### src/hw/spi_cfg.svh
`ifndef SPI_CFG_SVH
`define SPI_CFG_SVH

// Longest frame in bits
`define SPI_MAX_LEN 16

// Length field width, wide enough to hold SPI_MAX_LEN itself
`define SPI_LEN_W 5

// System clocks per SCLK period, kept even so both halves match
`define SPI_CLK_DIV 4

// Clocks from chip select low to SCLK start
`define SPI_CS_SETUP_CLKS 2

// Extra clocks sdata_o holds after a detected rising edge
`define SPI_HOLD_CLKS 1

// Clocks between end of transfer and the next accepted request
`define SPI_QUIET_CLKS 10

// Width of the sequencer down counter
`define SPI_TIMER_W 4

`endif
### src/hw/spi_pkg.sv
`include "spi_cfg.svh"

package spi_pkg;

    // One data word, write or read
    typedef logic [`SPI_MAX_LEN-1:0] spi_data_t;

    // Bit count of a frame, 0 up to SPI_MAX_LEN
    typedef logic [`SPI_LEN_W-1:0] spi_len_t;

    // Transaction FSM states
    typedef enum logic [2:0] {
        // Wait for SCLK to park after reset
        RESET,
        // Ready for a request
        IDLE,
        // Chip select low, setup timer running
        CS_SETUP,
        // SCLK running until all bits are done
        TRANSFER,
        // Read word offered, waiting for the consumer
        RESP_VALID,
        // Quiet timer finishing before the next frame
        QUIET
    } spi_state_e;

endpackage

### src/hw/spi_xfer_if.sv
`timescale 1ns/1ps

interface spi_xfer_if
    import spi_pkg::*;
();

    // One-cycle frame start, only pulsed from IDLE
    logic      load;
    // Bit count, valid with load
    spi_len_t  len;
    // Write word, valid with load
    spi_data_t wdata;
    // Held high while SCLK should toggle
    logic      sclk_en;
    // SCLK parked high with the divider at zero
    logic      sclk_idle;
    // No bits left in the current frame
    logic      bits_done;

    // Sequencer side
    modport seq (
        output load,
        output len,
        output wdata,
        output sclk_en,
        input  sclk_idle,
        input  bits_done
    );

    // Shift engine side
    modport eng (
        input  load,
        input  len,
        input  wdata,
        input  sclk_en,
        output sclk_idle,
        output bits_done
    );

endinterface

### src/hw/quick_spi_top.sv
`timescale 1ns/1ps

module quick_spi_top
    import spi_pkg::*;
(
    input  logic      clk_i,
    input  logic      rst_i,
    // Request side
    input  logic      wrdata_valid_i,
    output logic      wrdata_ready_o,
    input  spi_len_t  wrdata_len_i,
    input  spi_data_t wrdata_i,
    // Response side
    output logic      rddata_valid_o,
    input  logic      rddata_ready_i,
    output spi_data_t rddata_mask_o,
    output spi_data_t rddata_o,
    // SPI pins
    output logic      sclk_o,
    output logic      cs_n_o,
    input  logic      sdata_i,
    output logic      sdata_o
);

    // Control path between the two stages
    spi_xfer_if xfer ();

    // Handshakes, timing and chip select
    spi_sequencer u_seq (
        .clk_i          (clk_i),
        .rst_i          (rst_i),
        .wrdata_valid_i (wrdata_valid_i),
        .wrdata_ready_o (wrdata_ready_o),
        .wrdata_len_i   (wrdata_len_i),
        .wrdata_i       (wrdata_i),
        .rddata_valid_o (rddata_valid_o),
        .rddata_ready_i (rddata_ready_i),
        .rddata_mask_o  (rddata_mask_o),
        .cs_n_o         (cs_n_o),
        .xfer           (xfer.seq)
    );

    // SCLK generation and data shifting
    spi_shift_engine u_eng (
        .clk_i    (clk_i),
        .rst_i    (rst_i),
        .xfer     (xfer.eng),
        .sclk_o   (sclk_o),
        .sdata_i  (sdata_i),
        .sdata_o  (sdata_o),
        .rddata_o (rddata_o)
    );

endmodule

### src/hw/spi_shift_engine.sv
`timescale 1ns/1ps
`include "spi_cfg.svh"

module spi_shift_engine
    import spi_pkg::*;
(
    input  logic      clk_i,
    input  logic      rst_i,
    // Control from the sequencer
    spi_xfer_if.eng   xfer,
    // SPI pins
    output logic      sclk_o,
    input  logic      sdata_i,
    output logic      sdata_o,
    // Collected read word
    output spi_data_t rddata_o
);

    // Clocks per SCLK half period
    localparam int HALF_DIV = `SPI_CLK_DIV / 2;
    localparam int DIV_W    = $clog2(`SPI_CLK_DIV);
    localparam logic [DIV_W-1:0] DIV_LAST = DIV_W'(HALF_DIV - 1);

    logic [DIV_W-1:0]          div_cnt;
    logic                      sclk_q;
    logic                      sclk_prev;
    logic                      sclk_rise;
    logic [`SPI_HOLD_CLKS-1:0] hold_q;
    logic                      tx_advance;
    spi_len_t                  bits_left;
    spi_data_t                 tx_q;
    spi_data_t                 rx_q;

    // SCLK divider, parks high with the count cleared when disabled
    always_ff @(posedge clk_i) begin
        if (rst_i) begin
            sclk_q  <= 1'b1;
            div_cnt <= '0;
        end else if (!xfer.sclk_en) begin
            sclk_q  <= 1'b1;
            div_cnt <= '0;
        end else if (div_cnt == DIV_LAST) begin
            // First toggle after enable is the falling edge
            sclk_q  <= ~sclk_q;
            div_cnt <= '0;
        end else begin
            div_cnt <= div_cnt + 1'b1;
        end
    end

    assign xfer.sclk_idle = sclk_q && (div_cnt == '0);
    assign sclk_o         = sclk_q;

    // Previous SCLK level for edge detection
    always_ff @(posedge clk_i) begin
        if (rst_i) begin
            sclk_prev <= 1'b1;
        end else begin
            sclk_prev <= sclk_q;
        end
    end

    // Rising edge strobe from the registered SCLK level
    assign sclk_rise = sclk_q && !sclk_prev;

    // Remaining bits, reloaded on every frame start
    always_ff @(posedge clk_i) begin
        if (rst_i) begin
            bits_left <= '0;
        end else if (xfer.load) begin
            bits_left <= xfer.len;
        end else if (sclk_rise) begin
            bits_left <= bits_left - 1'b1;
        end
    end

    assign xfer.bits_done = (bits_left == '0);

    // Delay line for the rising edge strobe, sets the sdata_o hold time
    always_ff @(posedge clk_i) begin
        if (rst_i || xfer.load) begin
            hold_q <= '0;
        end else begin
            hold_q[0] <= sclk_rise;
            for (int i = 1; i < `SPI_HOLD_CLKS; i++) begin
                hold_q[i] <= hold_q[i-1];
            end
        end
    end

    assign tx_advance = hold_q[`SPI_HOLD_CLKS-1];

    // Transmit register, LSB goes out first
    always_ff @(posedge clk_i) begin
        if (xfer.load) begin
            tx_q <= xfer.wdata;
        end else if (tx_advance) begin
            tx_q <= tx_q >> 1;
        end
    end

    assign sdata_o = tx_q[0];

    // Receive register, first sampled bit ends up at bit len-1
    always_ff @(posedge clk_i) begin
        if (xfer.load) begin
            rx_q <= '0;
        end else if (sclk_rise) begin
            rx_q <= {rx_q[`SPI_MAX_LEN-2:0], sdata_i};
        end
    end

    assign rddata_o = rx_q;

    // Bit count stays at zero until the next frame start
    a_done_sticky: assert property (@(posedge clk_i) disable iff (rst_i)
        (xfer.bits_done && !xfer.load) |=> xfer.bits_done)
        else $error("bit count left zero without load");

    // Device sees sdata_o steady through the hold window
    a_sdata_hold: assert property (@(posedge clk_i) disable iff (rst_i)
        sclk_rise |=> $stable(sdata_o) [*`SPI_HOLD_CLKS])
        else $error("sdata_o changed inside the hold window");

endmodule

### src/hw/spi_sequencer.sv
`timescale 1ns/1ps
`include "spi_cfg.svh"

module spi_sequencer
    import spi_pkg::*;
(
    input  logic      clk_i,
    input  logic      rst_i,
    // Request side
    input  logic      wrdata_valid_i,
    output logic      wrdata_ready_o,
    input  spi_len_t  wrdata_len_i,
    input  spi_data_t wrdata_i,
    // Response side
    output logic      rddata_valid_o,
    input  logic      rddata_ready_i,
    output spi_data_t rddata_mask_o,
    // Device chip select
    output logic      cs_n_o,
    // Control toward the shift engine
    spi_xfer_if.seq   xfer
);

    // Timer reload values
    localparam logic [`SPI_TIMER_W-1:0] SETUP_CNT = `SPI_CS_SETUP_CLKS;
    localparam logic [`SPI_TIMER_W-1:0] QUIET_CNT = `SPI_QUIET_CLKS;
    localparam spi_data_t ALL_ONES = '1;

    spi_state_e              state_q;
    spi_state_e              state_d;
    logic [`SPI_TIMER_W-1:0] timer_q;
    logic                    timer_done;
    logic                    accept;
    logic                    xfer_end;
    spi_data_t               mask_q;

    // Request handshake, only possible in IDLE
    assign accept = (state_q == IDLE) && wrdata_valid_i;

    // Last rising edge seen while SCLK was running
    assign xfer_end = (state_q == TRANSFER) && xfer.bits_done;

    assign timer_done = (timer_q == '0);

    always_ff @(posedge clk_i) begin
        if (rst_i) begin
            state_q <= RESET;
        end else begin
            state_q <= state_d;
        end
    end

    // Next state
    always_comb begin
        state_d = state_q;
        case (state_q)
            RESET: begin
                // Hold off requests until SCLK is parked
                if (xfer.sclk_idle) begin
                    state_d = IDLE;
                end
            end
            IDLE: begin
                if (accept) begin
                    state_d = CS_SETUP;
                end
            end
            CS_SETUP: begin
                if (timer_done) begin
                    state_d = TRANSFER;
                end
            end
            TRANSFER: begin
                if (xfer.bits_done) begin
                    state_d = RESP_VALID;
                end
            end
            RESP_VALID: begin
                if (rddata_ready_i) begin
                    state_d = QUIET;
                end
            end
            QUIET: begin
                if (timer_done) begin
                    state_d = IDLE;
                end
            end
            default: begin
                state_d = RESET;
            end
        endcase
    end

    // Shared down counter for setup and quiet time
    // Quiet count starts at transfer end and keeps running during back-pressure
    always_ff @(posedge clk_i) begin
        if (rst_i) begin
            timer_q <= '0;
        end else if (accept) begin
            timer_q <= SETUP_CNT;
        end else if (xfer_end) begin
            timer_q <= QUIET_CNT;
        end else if (!timer_done) begin
            timer_q <= timer_q - 1'b1;
        end
    end

    // Low len bits set, a length of 0 gives an empty mask
    always_ff @(posedge clk_i) begin
        if (rst_i) begin
            mask_q <= '0;
        end else if (accept) begin
            mask_q <= ~(ALL_ONES << wrdata_len_i);
        end
    end

    // Frame start toward the engine, word and length pass straight through
    assign xfer.load  = accept;
    assign xfer.len   = wrdata_len_i;
    assign xfer.wdata = wrdata_i;

    // SCLK runs from setup expiry until the last bit, never for an empty frame
    assign xfer.sclk_en = !xfer.bits_done &&
                          ((state_q == TRANSFER) || ((state_q == CS_SETUP) && timer_done));

    assign cs_n_o         = !((state_q == CS_SETUP) || (state_q == TRANSFER));
    assign wrdata_ready_o = (state_q == IDLE);
    assign rddata_valid_o = (state_q == RESP_VALID);
    assign rddata_mask_o  = mask_q;

    // Request and response sides are never offered together
    a_ready_valid_excl: assert property (@(posedge clk_i) disable iff (rst_i)
        !(wrdata_ready_o && rddata_valid_o))
        else $error("wrdata_ready_o and rddata_valid_o both high");

    // Chip select is only driven during setup and transfer
    a_cs_states: assert property (@(posedge clk_i) disable iff (rst_i)
        !cs_n_o |-> (state_q inside {CS_SETUP, TRANSFER}))
        else $error("cs_n_o low outside CS_SETUP or TRANSFER");

    // Engine keeps SCLK parked while a response waits
    a_idle_in_resp: assert property (@(posedge clk_i) disable iff (rst_i)
        rddata_valid_o |-> xfer.sclk_idle)
        else $error("SCLK not idle while rddata_valid_o is high");

endmodule

### config.mk
export PLATFORM = sky130hd
export DESIGN_NAME = quick_spi_top
export DESIGN_NICKNAME = d
export VERILOG_FILES = /design/src/hw/spi_pkg.sv /design/src/hw/spi_xfer_if.sv /design/src/hw/quick_spi_top.sv /design/src/hw/spi_shift_engine.sv /design/src/hw/spi_sequencer.sv
export VERILOG_INCLUDE_DIRS = /design/src /design/src/hw
export SDC_FILE = /design/constraint.sdc
export NUM_CORES = 1
export LEC_CHECK = 0
export BUFFER_PORTS_ARGS = -buffer_cell sky130_fd_sc_hd__buf_4
export CAP_MARGIN = 5
export CORE_UTILIZATION = 30
export DETAILED_ROUTE_END_ITERATION = 12
export GPL_TIMING_DRIVEN = 0
export SYNTH_ARGS = -nofsm -noshare
export SYNTH_HDL_FRONTEND = slang
export SYNTH_HIERARCHICAL = 1
export SYNTH_SLANG_ARGS = --single-unit
### constraint.sdc
create_clock -name clk_i -period 3.9 [get_ports clk_i]
set_input_delay 0.39 -clock clk_i [delete_from_list [all_inputs] [get_ports clk_i]]
set_output_delay 0.39 -clock clk_i [all_outputs]
set_load 0.02 [all_outputs]
After elaboration in Yosys (flattened, before gate mapping) --
Index checks and enable logic that the tools add are counted.
Storage, ports and cells: bits of input ports 26, memory bits (read-only) 0, bits in writable memories 0, flip-flop bits (word level) 65, memories kept 0, latch bits 0, output and inout port bits 37
Cells by class: divide/modulo/power cells 0, reduce and logical (&&, ||, !) cells 23, multiply operators 0, eq/ne operators 14, bitwise logic cells 3, shift operators 1, $add $sub $neg 3, $lt $le $gt $ge 0, multiplexer cells 14
Operators with widths (number):
- 2-to-1 mux 16 bit | 2
- 2-to-1 mux 3 bit | 6
- one-hot mux 3 bit (6 select lines) | 1
- NOT 16 bit | 1
- << shifter 16 x 5 -> 16 bit (first input constant) | 1
- inequality test 2 x 1 -> 1 bit (second input constant) | 6
- 2-to-1 mux 5 bit | 2
- 2-to-1 mux 4 bit | 2
- == test 3 x 2 -> 1 bit (second input constant) | 2
- == test 3 bit (second input constant) | 2
- logical AND 1 bit | 6
- AND reduction 6 bit | 1
- OR reduction 3 bit | 2
- logical NOT 5 bit | 1
- subtractor 5 x 1 -> 5 bit (second input constant) | 1
- logical NOT 4 bit | 1
- nonzero test 2 bit | 2
- OR reduction 2 bit | 2
- subtractor 4 x 1 -> 4 bit (second input constant) | 1
- == test 3 x 1 -> 1 bit (second input constant) | 1
- logical NOT 1 bit | 3
- logical NOT 3 bit | 1
- logical OR 1 bit | 3
- inequality test 3 x 2 -> 1 bit (second input constant) | 1
- other kinds (6) | 7

Logic depth before layout (Yosys ltp) --
Gate-level depths: netlist of run 1.
word-level depth 6, gate-level depth with buffers 8, depth with buffers taken out 7

Hierarchy --
The synthesis of run 1 kept the hierarchy.
By module, submodules not included:
- spi_shift_engine | cells each 156, instances 1, area each 1680.4 um2
- spi_sequencer | cells each 140, instances 1, area each 1213.7 um2

Worst setup path after synthesis of run 1 --
Ideal clock, no wire load.
path kind reg-to-reg, start point register u_seq.state_q[1], end point register u_eng.tx_q[0], enable pin, clock period less this slack 1.997 ns, setup slack 1.903 ns, arrival time 1.663 ns, data required time 3.566 ns, cell stages (with the launch flop) 8, cell sequence dfxtp_1 > buf_6 > nand4bb_4 > clkinv_4 > buf_6 > buf_2 > clkbuf_1 > or2_2
Between the ends: longest elaborated chain between the ends 3
Ends and longest elaborated chain:
- from (decl) | line spi_sequencer.sv:29 | spi_state_e state_q;
- from (signal assigned) | line spi_sequencer.sv:49 | state_q <= state_d;
- == test 3 x 1 -> 1 bit | line spi_sequencer.sv:38 | assign accept = (state_q == IDLE) && wrdata_valid_i;
- logical AND 1 bit | line spi_sequencer.sv:38
- net xfer.load | line spi_xfer_if.sv:8 | logic load;
- nonzero test 2 bit (no source line)
- to (signal assigned) | line spi_shift_engine.sv:96 | tx_q <= xfer.wdata;
- to (signal assigned) | line spi_shift_engine.sv:98 | tx_q <= tx_q >> 1;
- to (decl) | line spi_shift_engine.sv:31 | spi_data_t tx_q;
The timed path passes the listed nets, and every way through them passes these cells. A chain may end at the register's enable or synchronous reset.

Worst setup path after layout of run 1 --
start point register u_seq.state_q[1], end point register u_eng.tx_q[15], enable pin
The elaborated chain is that of the path after synthesis.

==> results of run 1 <==
==> cells in the mapped netlist, types with 4 or more instances <==
cell type / n / area, sq um
clkbuf_1: 10 / 37.5
a211oi_1: 4 / 30.0
buf_2: 5 / 25.0
nand2_1: 43 / 161
nor2_1: 22 / 82.6
mux2_2: 16 / 180
buf_4: 21 / 158
nor3_1: 13 / 65.1
dfxtp_1: 49 / 981
o21ai_0: 4 / 20.0
edfxtp_1: 16 / 480
inv_1: 7 / 26.3
a311oi_1: 9 / 78.8
a21oi_1: 25 / 125
==> logic make-up after synthesis <==
family | count (synthesis)
flops | 65
simple gates | 104
mux | 17
xor+xnor | 2
fa+ha+maj | 3
compound gates | 55
buf+inv | 50
==> layout by cell type (no fill, tap or decap), types with 3 or more instances in the layout <==
cell      count
a211oi_1      4
a21oi_1      25
a311oi_1      9
buf_2         5
buf_4        66
buf_6         3
clkbuf_1     13
clkbuf_8      9
dfxtp_1      49
edfxtp_1     16
ha_1          3
inv_1         7
mux2_2       16
nand2_1      43
nand2b_1      3
nand3b_1      3
nor2_1       22
nor3_1       13
o21ai_0       4
o21bai_1      3
or2_2         3
or3_1         3
==> sequential cells by signal, indices dropped and copies added, names as in the netlist <==
| signal | flops |
|---|---|
| u_eng/sclk_o | 1 |
| u_seq/timer_q | 4 |
| u_eng/sclk_prev | 1 |
| u_eng/bits_left | 5 |
| u_eng/tx_q | 16 |
| u_seq/rddata_mask_o | 16 |
| u_eng/rddata_o | 16 |
| u_eng/div_cnt | 2 |
| u_seq/state_q | 3 |
| u_eng/hold_q | 1 |
==> metrics by stage <==
| step | util [%] | instances | hold slack, ps |
|---|---|---|---|
| 2_1_floorplan | - | 296 | 431 |
| 3_3_place_gp | 36.5 | 470 | 442 |
| 6_report | 38.5 | 486 | 317 |
| 5_1_grt | 38.5 | 486 | 310 |
| 4_1_cts | 38.5 | 486 | 299 |
| 3_5_place_dp | 36.5 | 470 | 450 |
==> path summary, 6_finish.rpt <==
| kind | start | endpoint | slack [ps] | depth (start not counted) |
|---|---|---|---|---|
| setup / recovery | u_seq/state_q[1] | u_eng/tx_q[15] | 1550 | 7 |
| hold / removal | sdata_i | u_eng/rddata_o[0] | 320 | 3 |
| setup reg to reg | u_seq/state_q[1] | u_eng/tx_q[15] | 1550 | 7 |
| hold reg to reg | u_eng/rddata_o[15] | u_eng/rddata_o[15] | 460 | 2 |
==> power by group <==
group          switching (mW)  internal (mW)  total, mW
logic                   0.136          0.117      0.254
registers              0.0191          0.737      0.756
clock network           0.248          0.292      0.540
total                   0.403           1.15       1.55
==> area by class of cell <==
class / instances / area [sq um] / area share, %
timing repair buffer: 45 / 338 / 9.46
clock buffer: 12 / 135 / 3.78
clock inverter: 4 / 43.8 / 1.23
tap: 129 / 161 / 4.52
multi-input combinational: 181 / 1120 / 31.3
sequential: 65 / 1460 / 40.9
buffer: 41 / 274 / 7.67
inverter: 9 / 38.8 / 1.09
==> per-layer routing <==
metal / track usage [%] / up-vias
met5: 0 / -
met4: 6.02 / 0
met3: 3.69 / 7
met2: 19.3 / 43
met1: 15.0 / 1024
li1: - / 1122
==> worst max-delay path: stages, from the launching register on <==
cell and delay (ps):
dfxtp_1 310, buf_6 130, nand4bb_4 270, clkinv_4 110, buf_6 150, buf_2 240, clkbuf_1 360, or2_2 430
==> reports/results.tsv, run 1 <==
metric	value	unit
CTS sink cnt	65	
clk slew on worst S/H paths	70	ps
XOR/XNOR Fraction of Synth Area	0.605	%
Tmin final	2350	ps
drt pass-1 iters	4	
Core Footprint	9280	sq um
CP Data Required Time	3900	ps
final setup violation count	0	
Final Instance Area	3570	sq um
TritonCTS clock tree	done	
Worst-Margin Slew	521	ps
cell count after synthesis	296	
Fillers	958	
met1 WL	2850	microns
grt ovf	0	
share of layout cells above drive strength 1	31.4	%
Leakage Power	1.34	nW
crit path DAT	2350	ps
main combinational cell family by area after synthesis	simple AND/OR/NAND/NOR gates	
FP Rows	35	
Slew HR	65.3	%
CTS Hold Bufs	0	
Crit. End Element	flop	
Avg WL per Cell	12.3	microns
yosys warns	6	
total of max-cap violations	0	
DIE AREA	10000	sq um
RSZ-0062 raised after global routing	no	
first-pass GRT wire length	9470	microns
DR WL met2	2740	microns
fmax	425	MHz
clk root buf	clkbuf_8	
Final WS setup	1550	ps
GPL Wtd Cong	0.743	
detailed-route via count	2196	
post-synth cell types	45	
Adder-Cell Fraction of Synth Area	1.30	%
area fraction in compound gates after synthesis	12.8	%
synthesized area per cell	9.78	sq um
Post-Synthesis Net Count	325	
Resize count post-CTS	0	
PD cells	434	nW/um^2
PortBufs	45	
critical path peak fanout	16	
Fin. Hold Viols	0	
H-tree Lvls	3	
post-DR vias/cell	4.52	
clock tree buffer depth	2	
register area share after synthesis	50.5	%
post-synthesis simple-gate area fraction	17.4	%
Area Overhead vs Synth	23.4	%
Peak supply drop	0.000165	V
setup TNS	0	ps
Die H	100	microns
type of the tightest min-delay check	primary input to flop	
EDFF count, synth	16	
Final Max Slew Viols	0	
Most used DFF post-synth	dfxtp_1	
Post-Syn Area	2890	sq um
proportion of synthesized area in mux cells	6.57	%
initial antenna violation count	0	
antenna cell count	0	
# DRC	0	
Post-synth ARST share	0	%
number of I/O pins	63	
Placement Cell Area	3390	sq um
Pwr Total	1.55	mW
post-place setup slack	1520	ps
Worst setup SP type	flop	
skew final	8.54	ps
vias in the first global route	2032	
total track usage	12.2	%
DIE WIDTH	100	microns
post-DP HPWL	4230	microns
final period utilization	60.3	%
Met3 Routed Length	322	microns
Setup CP Type	flop to flop	
clk_lat worst skew	340	ps
final net count	381	
largest net degree at the start of global routing	17	
ANT nets after route	0	
Initial Utilization	31.2	%
outcome	complete, no violations	
Highest Signal Layer	met4	
post-CTS setup buffers	0	
Total Wirelength	5990	microns
Initial DRC Count	61	
flops & latches, synth	65	
CTS buffer count	9	
Power figures use the tool's default switching activity.
==> run 2, diff against run 1 <==
==> constraint.sdc (replaced) <==
create_clock -name clk_i -period 2.1 [get_ports clk_i]
set_input_delay 0.21 -clock clk_i [delete_from_list [all_inputs] [get_ports clk_i]]
set_output_delay 0.21 -clock clk_i [all_outputs]
set_load 0.02 [all_outputs]
==> run 2 against run 1 <==
  * Register-to-register slack got worse by 1300 ps
  * First-iteration DRC count fell by 6.6%
  * Via count did not move
  * Fmax rose by 27%
  * Worst hold slack got worse by 180 ps
  * Clock skew barely moved
  * Sequential cell count did not move
  * Core utilization rose by 0.12 points
  * Critical path type unchanged
  * Largest cell class unchanged
==> reports/results.tsv, run 2 (synthesis results as in run 1) <==
metric	value	unit	change
outcome	complete, no violations		
Total Wirelength	6070	microns	+1.4%
CP Data Required Time	2190	ps	-1710 ps
Slew HR	65.3	%	about the same
drt pass-1 iters	4		unchanged
total of max-cap violations	0		unchanged
Placement Cell Area	3390	sq um	unchanged
Final Instance Area	3580	sq um	+0.32%
post-DP HPWL	4230	microns	unchanged
clk root buf	clkbuf_8		
Avg WL per Cell	12.5	microns	+1.4%
final setup violation count	0		unchanged
H-tree Lvls	3		unchanged
largest net degree at the start of global routing	12		-5
share of layout cells above drive strength 1	31.9	%	+0.56 points
TritonCTS clock tree	done		
post-DR vias/cell	4.52		unchanged
clk_lat worst skew	340	ps	about the same
DIE AREA	10000	sq um	unchanged
# DRC	0		unchanged
clock tree buffer depth	2		unchanged
PortBufs	45		unchanged
Initial Utilization	31.2	%	unchanged
final net count	381		unchanged
most common cell after layout, fill and taps aside	buf_4		
first-pass GRT wire length	9540	microns	+0.73%
Area Overhead vs Synth	23.8	%	
Worst-Margin Slew	520	ps	-0.156 ps
post-place setup slack	-284	ps	-1800 ps
clk slew on worst S/H paths	70	ps	about the same
hold_ws	138	ps	-180 ps
Leakage Power	1.35	nW	+0.52%
number of I/O pins	63		unchanged
critical path peak fanout	18		+2
initial antenna violation count	0		unchanged
grt ovf	0		unchanged
type of the tightest min-delay check	primary input to flop		
CTS sink cnt	65		unchanged
vias in the first global route	2037		+0.25%
skew final	8.38	ps	-0.159 ps
Peak supply drop	0.000307	V	+86%
total track usage	12.3	%	+0.10 points
FP Rows	35		unchanged
fmax	541	MHz	+27%
Final WS setup	253	ps	-1300 ps
crit path DAT	1930	ps	-420 ps
final period utilization	88.0	%	+28 points
Tmin final	1850	ps	-504 ps
GPL Wtd Cong	0.743		unchanged
RSZ-0062 raised after global routing	no		
Worst setup SP type	flop		
post-CTS setup buffers	0		unchanged
antenna cell count	0		unchanged
Fin. Hold Viols	0		unchanged
DIE WIDTH	100	microns	unchanged
Crit. End Element	flop		
Final Max Slew Viols	0		unchanged
ANT nets after route	0		unchanged
detailed-route via count	2196		unchanged
CTS buffer count	9		unchanged
Core Footprint	9280	sq um	unchanged
Die H	100	microns	unchanged
Setup CP Type	flop to flop		
PD cells	804	nW/um^2	+85%
final core occ	38.6	%	+0.12 points
Pwr Total	2.88	mW	+86%
Initial DRC Count	57		-6.6%
most frequent cells in the layout	buf_4 (67), dfxtp_1 (49), nand2_1 (43)		
## run 2: changes by cell type in the layout (fill, tap and decap cells not counted), sizes merged
cell | before | now
or2 | 4 | 5
buf | 75 | 74
## run 2: cell type report
| class | instances | area [sq um] |
|---|---|---|
| Sequential cell | 65 | 1460 |
| Multi-Input combinational cell | 182 | 1130 |
| Buffer | 40 | 277 |
| Inverter | 9 | 38.8 |
| Fill cell | 961 | 5700 |
| Tap cell | 129 | 161 |
| Clock buffer | 12 | 135 |
| Clock inverter | 4 | 43.8 |
| Timing Repair Buffer | 45 | 338 |
## run 2: through the flow
step | setup TNS [ps] | std cells
after CTS | 0 | 487
after floorplan | 0 | 296
after global placement | -4250 | 470
after global routing | 0 | 486
after detailed placement | -4730 | 470
final | 0 | 486
## run 2: where the power goes
part | switching (mW) | leakage (nW) | total [mW] | internal [mW]
clock | 0.459 | 0.0918 | 1.00 | 0.542
combinational | 0.255 | 0.712 | 0.477 | 0.222
sequential | 0.0354 | 0.546 | 1.40 | 1.37
total | 0.749 | 1.35 | 2.88 | 2.13
## run 2: timing repair
item                                    CTS  global route
endpoints found under the setup margin   35            25
pin swaps                                 1             0
hold buffers                              0             0
cloned                                    1             0
gates resized for setup                   4             2
## run 2: critical path, stage by stage (launching register included)
cell       delay (ps)
dfxtp_1           310
buf_6             130
nand4bb_4         270
clkinv_4          110
buf_6             200
buf_4             220
mux2_2            360
## run 2: path summary, 6_finish.rpt
path,startpoint,endpoint,slack [ps],cells past startpoint
min reg2reg,u_eng/rddata_o[15],u_eng/rddata_o[15],460,2
min,sdata_i,u_eng/rddata_o[0],140,3
max,u_seq/state_q[1],u_eng/tx_q[7],250,6
max reg2reg,u_seq/state_q[1],u_eng/tx_q[7],250,6
## run 2: metal layers
layer  global-route usage, %  share of wire, %
met5                       0                 0
met4                    6.02               1.2
met3                    3.69               5.2
met2                    19.3                46
met1                    15.3                48
